$ cat src/source/dma_pkg.sv
package dma_pkg;

  //////////////////////////////////////////////////////////////////////
  // Field widths
  //////////////////////////////////////////////////////////////////////

  localparam int WORD_W = 32;
  localparam int ADDR_W = 32;
  localparam int LEN_W  = 16;
  localparam int TILE_W = 4;

  // One bus or data word
  typedef logic [WORD_W-1:0] word_t;
  // Byte address on the local bus
  typedef logic [ADDR_W-1:0] addr_t;
  // Word count, zero is not a legal length
  typedef logic [LEN_W-1:0]  len_t;
  // Destination tile on the NoC
  typedef logic [TILE_W-1:0] tile_t;

  //////////////////////////////////////////////////////////////////////
  // Descriptor, bus request and flit
  //////////////////////////////////////////////////////////////////////

  typedef struct packed {
    tile_t dest;
    addr_t laddr;
    len_t  words;
  } dma_desc_t;

  // Address phase of the read master
  // burst_end high ends the burst after this beat
  typedef struct packed {
    logic  sel;
    logic  mastlock;
    logic  burst_end;
    addr_t addr;
  } bus_req_t;

  typedef enum logic [1:0] {
    head = 2'd0,
    data = 2'd1
  } flit_kind_e;

  // Head payload is dest, twelve zero bits, then word count
  typedef struct packed {
    flit_kind_e kind;
    logic       last;
    word_t      payload;
  } flit_t;

endpackage

$ cat src/source/dma_req_ctrl.sv
`timescale 1ns/1ps

module dma_req_ctrl (
  input  logic               clk,
  input  logic               rst,
  input  dma_pkg::dma_desc_t desc,
  input  logic               desc_valid,
  output logic               desc_ready,
  output logic               start,
  output dma_pkg::dma_desc_t cur_desc,
  input  logic               pkt_done,
  output logic               done
);

  // Idle waits for a descriptor, busy covers bus read and packet
  typedef enum logic {
    st_idle = 1'b0,
    st_busy = 1'b1
  } state_e;

  state_e state_q;
  logic   accept;

  //////////////////////////////////////////////////////////////////////
  // Handshake toward the descriptor source
  //////////////////////////////////////////////////////////////////////

  // Only one transfer in flight
  assign desc_ready = (state_q == st_idle);
  assign accept     = desc_valid & desc_ready;

  // Completion is the packetizer's pulse, seen only while busy
  assign done = pkt_done & (state_q == st_busy);

  //////////////////////////////////////////////////////////////////////
  // State and start pulse
  //////////////////////////////////////////////////////////////////////

  always_ff @(posedge clk) begin
    if (rst) begin
      state_q <= st_idle;
      start   <= 1'b0;
    end else begin
      // Single cycle pulse right after acceptance
      start <= accept;
      case (state_q)
        st_idle: begin
          if (accept) begin
            state_q <= st_busy;
          end
        end
        st_busy: begin
          // Back to idle as the last flit is reported
          if (pkt_done) begin
            state_q <= st_idle;
          end
        end
        default: state_q <= st_idle;
      endcase
    end
  end

  // Held stable for the whole transfer
  always_ff @(posedge clk) begin
    if (accept) begin
      cur_desc <= desc;
    end
  end

endmodule

$ cat src/source/dma_initiator.sv
`timescale 1ns/1ps

module dma_initiator (
  input  logic              clk,
  input  logic              rst,
  input  logic              start,
  input  dma_pkg::addr_t    laddr,
  input  dma_pkg::len_t     words,
  output dma_pkg::bus_req_t bus_req,
  input  logic              hready,
  input  dma_pkg::word_t    hrdata,
  output logic              rd_valid,
  output dma_pkg::word_t    rd_data,
  input  logic              rd_ready
);

  typedef enum logic [1:0] {
    st_idle = 2'd0,
    st_data = 2'd1,
    st_wait = 2'd2
  } state_e;

  state_e        state_q;
  state_e        state_d;
  dma_pkg::len_t count_q;
  dma_pkg::len_t count_d;
  logic          last_beat;
  logic          push;
  logic          pop;
  logic          store_ready;

  // One-hot fill level, bit 0 empty up to bit 3 with three held
  logic [3:0]     pos_q;
  dma_pkg::word_t store_q [0:2];

  //////////////////////////////////////////////////////////////////////
  // Three-entry store
  //////////////////////////////////////////////////////////////////////

  // Entry 0 is the head of the store
  assign rd_valid = ~pos_q[0];
  assign rd_data  = store_q[0];
  assign pop      = rd_ready & ~pos_q[0];

  // Below high-water, so one more beat plus termination still fits
  assign store_ready = ~|pos_q[3:2];

  always_ff @(posedge clk) begin
    if (rst) begin
      pos_q <= 4'b0001;
    end else if (push && !pop) begin
      pos_q <= pos_q << 1;
    end else if (pop && !push) begin
      pos_q <= pos_q >> 1;
    end
  end

  // New word lands one slot lower when a pop shifts the same cycle
  always_ff @(posedge clk) begin
    for (int i = 0; i < 2; i++) begin
      if (push && (pop ? pos_q[i+1] : pos_q[i])) begin
        store_q[i] <= hrdata;
      end else if (pop) begin
        store_q[i] <= store_q[i+1];
      end
    end
    if (push && (pop ? pos_q[3] : pos_q[2])) begin
      store_q[2] <= hrdata;
    end
  end

  //////////////////////////////////////////////////////////////////////
  // Burst read master
  //////////////////////////////////////////////////////////////////////

  assign last_beat = (count_q == words - 1'b1);

  // Address advances one word per completed beat
  assign bus_req.addr      = laddr + (dma_pkg::addr_t'(count_q) << 2);
  assign bus_req.sel       = (state_q == st_data);
  assign bus_req.mastlock  = (state_q == st_data);
  // Terminate on the last word or when the store hits high-water
  assign bus_req.burst_end = (state_q == st_data) & (last_beat | ~store_ready);

  always_comb begin
    state_d = state_q;
    count_d = count_q;
    push    = 1'b0;
    case (state_q)
      st_idle: begin
        count_d = '0;
        if (start) begin
          state_d = st_data;
        end
      end
      st_data: begin
        if (hready) begin
          push    = 1'b1;
          count_d = count_q + 1'b1;
          if (last_beat) begin
            state_d = st_idle;
          end else if (!store_ready) begin
            // Pause until an entry drains
            state_d = st_wait;
          end
        end
      end
      st_wait: begin
        if (store_ready) begin
          state_d = st_data;
        end
      end
      default: state_d = st_idle;
    endcase
  end

  always_ff @(posedge clk) begin
    if (rst) begin
      state_q <= st_idle;
      count_q <= '0;
    end else begin
      state_q <= state_d;
      count_q <= count_d;
    end
  end

endmodule

$ cat src/source/dma_noc_packetizer.sv
`timescale 1ns/1ps

module dma_noc_packetizer #(
  parameter int NOC_CREDITS = 4
) (
  input  logic           clk,
  input  logic           rst,
  input  logic           start,
  input  dma_pkg::tile_t dest,
  input  dma_pkg::len_t  words,
  input  logic           rd_valid,
  input  dma_pkg::word_t rd_data,
  output logic           rd_ready,
  output dma_pkg::flit_t flit,
  output logic           flit_valid,
  input  logic           credit,
  output logic           pkt_done
);

  localparam int CRED_W = $clog2(NOC_CREDITS + 1);

  typedef enum logic [1:0] {
    ph_idle = 2'd0,
    ph_head = 2'd1,
    ph_data = 2'd2
  } phase_e;

  phase_e              phase_q;
  dma_pkg::len_t       data_cnt_q;
  logic [CRED_W-1:0]   cred_cnt;
  logic                has_credit;
  logic                last_data;

  //////////////////////////////////////////////////////////////////////
  // Flit output
  //////////////////////////////////////////////////////////////////////

  assign has_credit = (cred_cnt != '0);
  assign last_data  = (data_cnt_q == words - 1'b1);

  // Data moves only when the store has a word and a credit is held
  assign rd_ready   = (phase_q == ph_data) & rd_valid & has_credit;
  assign flit_valid = ((phase_q == ph_head) & has_credit) | rd_ready;

  always_comb begin
    if (phase_q == ph_head) begin
      flit.kind    = dma_pkg::head;
      flit.last    = 1'b0;
      flit.payload = {dest, 12'd0, words};
    end else begin
      flit.kind    = dma_pkg::data;
      flit.last    = last_data;
      flit.payload = rd_data;
    end
  end

  //////////////////////////////////////////////////////////////////////
  // Credits, phase and completion
  //////////////////////////////////////////////////////////////////////

  // Send and return may both happen in one cycle
  always_ff @(posedge clk) begin
    if (rst) begin
      cred_cnt <= CRED_W'(NOC_CREDITS);
    end else begin
      cred_cnt <= cred_cnt - CRED_W'(flit_valid) + CRED_W'(credit);
    end
  end

  always_ff @(posedge clk) begin
    if (rst) begin
      phase_q    <= ph_idle;
      data_cnt_q <= '0;
      pkt_done   <= 1'b0;
    end else begin
      pkt_done <= rd_ready & last_data;
      case (phase_q)
        ph_idle: begin
          data_cnt_q <= '0;
          if (start) phase_q <= ph_head;
        end
        ph_head: begin
          if (has_credit) phase_q <= ph_data;
        end
        ph_data: begin
          if (rd_ready) begin
            data_cnt_q <= data_cnt_q + 1'b1;
            // Packet complete after the final data flit
            if (last_data) phase_q <= ph_idle;
          end
        end
        default: phase_q <= ph_idle;
      endcase
    end
  end

endmodule

$ cat src/source/dma_read_top.sv
`timescale 1ns/1ps

module dma_read_top #(
  parameter int NOC_CREDITS = 4
) (
  input  logic               clk,
  input  logic               rst,
  input  dma_pkg::dma_desc_t desc,
  input  logic               desc_valid,
  output logic               desc_ready,
  output logic               done,
  output dma_pkg::bus_req_t  bus_req,
  input  logic               hready,
  input  dma_pkg::word_t     hrdata,
  output dma_pkg::flit_t     flit,
  output logic               flit_valid,
  input  logic               credit
);

  // Controller to both datapath blocks
  logic               start;
  dma_pkg::dma_desc_t cur_desc;
  logic               pkt_done;

  // Store output toward the packetizer
  logic               rd_valid;
  dma_pkg::word_t     rd_data;
  logic               rd_ready;

  dma_req_ctrl req_ctrl_i (
    .clk        (clk),
    .rst        (rst),
    .desc       (desc),
    .desc_valid (desc_valid),
    .desc_ready (desc_ready),
    .start      (start),
    .cur_desc   (cur_desc),
    .pkt_done   (pkt_done),
    .done       (done)
  );

  dma_initiator initiator_i (
    .clk      (clk),
    .rst      (rst),
    .start    (start),
    .laddr    (cur_desc.laddr),
    .words    (cur_desc.words),
    .bus_req  (bus_req),
    .hready   (hready),
    .hrdata   (hrdata),
    .rd_valid (rd_valid),
    .rd_data  (rd_data),
    .rd_ready (rd_ready)
  );

  dma_noc_packetizer #(
    .NOC_CREDITS (NOC_CREDITS)
  ) packetizer_i (
    .clk        (clk),
    .rst        (rst),
    .start      (start),
    .dest       (cur_desc.dest),
    .words      (cur_desc.words),
    .rd_valid   (rd_valid),
    .rd_data    (rd_data),
    .rd_ready   (rd_ready),
    .flit       (flit),
    .flit_valid (flit_valid),
    .credit     (credit),
    .pkt_done   (pkt_done)
  );

endmodule

$ cat config.mk
export PLATFORM = sky130hd
export DESIGN_NAME = dma_read_top
export DESIGN_NICKNAME = d
export VERILOG_FILES = /design/src/source/dma_pkg.sv /design/src/source/dma_req_ctrl.sv /design/src/source/dma_initiator.sv /design/src/source/dma_noc_packetizer.sv /design/src/source/dma_read_top.sv
export SDC_FILE = /design/constraint.sdc
export NUM_CORES = 1
export LEC_CHECK = 0
export ABC_AREA = 1
export BUFFER_PORTS_ARGS = -buffer_cell sky130_fd_sc_hd__clkbuf_2
export CORE_MARGIN = 2
export CORE_UTILIZATION = 57
export CTS_BUF_LIST = sky130_fd_sc_hd__clkbuf_4 sky130_fd_sc_hd__clkbuf_8 sky130_fd_sc_hd__clkbuf_16
export DETAILED_ROUTE_END_ITERATION = 10
export GPL_TIMING_DRIVEN = 0
export HOLD_SLACK_MARGIN = 0.1
export PLACE_DENSITY = 0.78
export SYNTH_ARGS = -nofsm -noshare
export SYNTH_HDL_FRONTEND = slang
export SYNTH_SLANG_ARGS = --single-unit
$ cat constraint.sdc
create_clock -name clk -period 5.52 [get_ports clk]
set_clock_uncertainty 0.15 [all_clocks]
set_input_delay 1.656 -clock clk [delete_from_list [all_inputs] [get_ports clk]]
set_output_delay 1.656 -clock clk [all_outputs]
set_load 0.05 [all_outputs]
After elaboration in Yosys (flattened, before gate mapping)
Memory sizes are Yosys's and may differ from the RTL's.
Index checks and enable logic that the tools add are counted.

storage, ports and cells
  register bits after elaboration = 98
  bits in writable memories = 96
  output and inout port bits = 73
  memories = 1

memories
  name                 depth  bits a word  read ports  clocked after memory_dff  wr ports  RTL line             source
  initiator_i.store_q  3      32           3           0                         3         dma_initiator.sv:34  dma_pkg::word_t store_q [0:2];

cells by class
  $add $sub $neg = 6
  equal/unequal tests = 14
  multiplexer cells = 38
  bitwise logic cells = 14
  reduce and logical (&&, ||, !) cells = 18

operators by type and width
  cell                                                 count
  2-to-1 mux 32 bit                                    2
  one-hot mux 16 bit (2 select lines)                  2
  2-to-1 mux 34 bit                                    1
  adder 16 x 1 -> 16 bit (second input constant)       2
  adder 32 x 18 -> 32 bit                              1
  == test 16 bit                                       2
  2-to-1 mux 16 bit                                    2
  2-to-1 mux 1 bit                                     18
  2-to-1 mux 2 bit                                     8
  subtractor 16 x 1 -> 16 bit (second input constant)  1
  one-hot mux 2 bit (3 select lines)                   2
  bitwise AND 1 bit                                    8
  2-to-1 mux 4 bit                                     2
  != test 2 bit (second input constant)                4
  AND reduction 4 bit                                  2
  != test 2 x 1 -> 1 bit (second input constant)       3
  nonzero test 2 bit                                   3
  logical AND 1 bit                                    5
  == test 2 x 1 -> 1 bit (second input constant)       2
  == test 2 bit (second input constant)                2
  logical NOT 2 bit                                    2
  OR 1 bit                                             4
  AND reduction 2 bit                                  2
  adder 3 x 1 -> 3 bit                                 1
  other kinds (7)                                      9

Longest topological paths before layout
  depth in word-level cells = 9
  depth in mapped cells = 17
  mapped depth without buffers = 16

Modules after synthesis
A second synthesis with hierarchy kept.

unflattened totals
  cell total of the unflattened synthesis = 1140
  area total of the unflattened synthesis = 10677.7 um^2

modules (own cells, without submodules)
  module              instances  cells each  area each (um^2)
  dma_initiator       1          705         6886.6
  dma_noc_packetizer  1          370         2140.8
  dma_req_ctrl        1          65          1650.3

Least setup slack after synthesis
Ideal clock, no wire load.

  path kind = register -> output
  start = reg, netlist name req_ctrl_i.cur_desc[0]
  end = out bus_req[32] (netlist bit)
  data arrival time = 2782 ps
  required time = 3714 ps
  setup slack = 932 ps
  cell stages (with the launch flop) = 12
  cell sequence = edfxtp_1 > inv_1 > ha_1 > buf_2 > nand2_4 > o21ai_0 > nand3_1 > nand2_1 > nand3_1 > nor2_1 > nand3_1 > a21boi_0

RTL lines
  element    RTL line            source
  to (decl)  dma_read_top.sv:12  output dma_pkg::bus_req_t bus_req,

==> results.yml <==
status:
  outcome: "completed"
final_layout:
  seq_area_um2: 5370
  layout.nets: 1312
  area.growth.synth_to_final_pct: 18.2
  antenna_cells: 0
  final_layout_size_suffix_gt1_frac: 0.247
  multi_input_comb_area_um2: 3980
  filler_cell_count: 1313
  layoutNonFillerInstCount: 1437
timing:
  hold_viol: 0
  timing_max_transition_violations_final: 0
  period_needed_ns: 5.16
  max-slew-margin-rel: 0.360
  grt_setup_unrepaired: "false"
  period_share: 0.935
  report.final.setup_viol: 0
  worst_slew_pin_slew_ns: 0.948
  clock.fmax_mhz: 194
power:
  power.ir.vdd_worst_mv: 0.270
  powerDensity_nw_per_um2: 315
  netSwitchingFraction: 0.317
  pwr_total_uw: 3690
  p_sw_uw: 1170
  p_comb_frac: 0.193
  power_report.internal_total_uw: 2520
  p_leak_uw: 0.00495
  power.clock.fraction: 0.355
  sequentialPowerShare: 0.452
synthesis:
  synthDominantAreaCellType: "edfxtp_1"
  yosys-top-cells-area: "edfxtp_1 (45%), dfxtp_1 (9.3%), nand2_1 (7.7%)"
  async_reset_ff_frac: 0
  synth.distinct_cells: 50
  syn_avg_cell_area_um2: 9.74
  synth_top_flop_cell: "edfxtp_1"
  post_synth_inst_count: 1017
  synth_edf_count: 148
  synth.most_common_cell: "nand2_1"
  synthesis.nets: 1130
  synth.cell_area_um2: 9910
  yosysTopAreaCellShare: 0.449
  synth.yosys.warnings: 0
  synth.yosys.seq_area_share: 0.541
  netlist_top_cells_count: "nand2_1 (202), edfxtp_1 (148), inv_1 (127)"
  synth.ff_latch_count: 194
critical_path:
  critical_path.n_buffers_inverters: 2
  critical_path_arrival_ns: 3.35
  critical_path_required_ns: 3.71
  worst_setup_path_end_kind: "primary output"
  critical-path-top-cell-by-count: "nor2_1"
  path_cells: "ha_1 -> inv_1 -> fa_1 -> o21ai_1 -> a21oi_1 -> o21ai_2 -> a21o_1 -> nand2_1 -> nor3_1 -> nor2_1 -> nor2_1 -> clkbuf_2"
  critical_path.slowest_cell: "dfxtp_1"
  setup.worst_path.start_class: "flop"
  critical_path.top_delay_family: "compound AO/OA/AOI/OAI gates"
  setup_crit_path_kind: "flop to primary output"
  slowest_delay_ns: 0.52
  timing.critical_path.fanout_max: 7
grt:
  grt_usage: 0.270
  wire_length_of_the_first_global_routing_pass_mm: 37.8
  grt_start_max_net_pins: 33
  antenna_found_initial: 0
  grt_pass1_vias: 7480
  grt_overflow: 0
floorplanning:
  boundaryPins: 162
  design.core.area_um2: 17100
  rows: 48
  die-width_um: 136
  design.die.area_um2: 18500
  die_y_um: 136
  initial_core_util: 0.579
worst_hold_path:
  worst_min_delay_path_class: "flop to flop"
detailed_routing:
  post-route-drc-count: 0
  detailroute.via_count: 7721
  postRouteAntennaNets: 0
  detail_route.wirelength_mm: 24.1
  wire_per_inst_um: 16.8
  drt-pass1-iter-count: 5
  routed_via_density: 5.37
  drt_iter0_drc: 585
run:
  count_of_maximum_capacitance_violations: 0
clocking:
  clkLatencyLatePin_ns: 0.44
  cts_tree: "done"
  clock-sinks: 194
  cts.hold.buffers_added: 0
  cts_buffer_count: 17
  cts-resized-gates: 0
  cts_root_buffer: "clkbuf_16"
  post_cts.repair.setup_buffers: 0
  path_clk_slew_ns: 0.08
  cts_max_path_buffers: 2
  cts-htree-levels: 4
placed_design:
  dp.final_hpwl_mm: 18.1
  portBuffers: 160
  gp_congestion: 0.957
  place_inst: 1405
-- area by class of cell --
type,count,area share
clock inverter,15,0.0177
timing repair buffer,163,0.0741
buffer,20,0.00865
clock buffer,17,0.0363
sequential,194,0.458
multi-input combinational,675,0.340
tap,225,0.0240
inverter,128,0.0410
-- logic make-up (layout without fill, tap and decap cells) --
| group | count (synthesis) | after routing | share of synthesized area |
|---|---|---|---|
| AO/OA/AOI/OAI | 124 | 124 | 0.0710 |
| flip-flops | 194 | 194 | 0.541 |
| XOR/XNOR | 35 | 35 | 0.0309 |
| other | 1 | 1 | 0.000378 |
| adder cells (fa/ha/maj) | 24 | 24 | 0.0318 |
| multiplexers | 64 | 64 | 0.0727 |
| buffers and inverters | 148 | 343 | 0.0587 |
| AND/OR/NAND/NOR | 427 | 427 | 0.193 |
-- path summary, 6_finish.rpt --
| check | startpoint | to | slack (ns) | cells after the start |
|---|---|---|---|---|
| max | initiator_i.count_q[0] | bus_req[30] | 0.36 | 12 |
| max reg2reg | packetizer_i.phase_q[0] | packetizer_i.cred_cnt[2] | 2.72 | 12 |
| min | packetizer_i.phase_q[1] | packetizer_i.phase_q[0] | 0.33 | 1 |
| min reg2reg | packetizer_i.phase_q[1] | packetizer_i.phase_q[0] | 0.33 | 1 |
-- stage by stage --
step	setup WS (ns)	hold slack (ns)	util	TNS [ns]	instance area, µm²
6_report	0.359	0.327	0.684	0	11700
5_1_grt	0.0817	0.353	0.684	0	11700
4_1_cts	0.359	0.319	0.684	0	11700
3_5_place_dp	0.891	0.309	0.647	0	11100
3_3_place_gp	-0.433	0.297	0.642	-23.63	11000
2_1_floorplan	0.932	0.280	-	0	9910
-- power groups by stage --
| stage | Sequential (µW) | Combinational, µW | Clock [µW] |
|---|---|---|---|
| after floorplan | 1690 | 512 | 0 |
| after global placement | 1700 | 689 | 0 |
| after detailed placement | 1700 | 708 | 0 |
| after CTS | 1670 | 715 | 1320 |
| after global routing | 1670 | 770 | 1380 |
| final | 1670 | 712 | 1310 |
-- cells in the final DEF (no fill, tap or decap), types with 4 or more instances in the layout --
master	count
nand2_1	201
clkbuf_2	160
edfxtp_1	148
inv_1	127
nor2_1	82
nand3_1	73
mux2_2	61
a21oi_1	49
dfxtp_1	46
o21ai_0	38
xor2_1	23
ha_1	22
nor3_1	19
clkbuf_16	17
nand4_1	15
xnor2_1	12
buf_2	9
nor2_4	7
a31oi_1	6
clkbuf_1	6
a211oi_1	6
nor2_2	5
nand2_2	5
o21bai_1	4
buf_4	4
clkinv_8	4
inv_6	4
-- flip-flops by register name, indices dropped and copies added, names as in the netlist --
name / flops
packetizer_i.pkt_done: 1
req_ctrl_i.cur_desc: 52
req_ctrl_i.start: 1
packetizer_i.phase_q: 2
packetizer_i.cred_cnt: 3
packetizer_i.data_cnt_q: 16
initiator_i.store_q: 96
initiator_i.state_q: 2
initiator_i.count_q: 16
req_ctrl_i.state_q: 1
initiator_i.pos_q: 4
-- per-layer routing --
| layer | GRT usage | routed length, µm | up-vias |
|---|---|---|---|
| met5 | 0 | 0 | - |
| met4 | 0.113 | 806 | 0 |
| met3 | 0.0731 | 1600 | 40 |
| met2 | 0.442 | 11500 | 230 |
| met1 | 0.339 | 10100 | 3602 |
| li1 | - | - | 3849 |
Note: power is estimated with default switching activity, not from simulation.
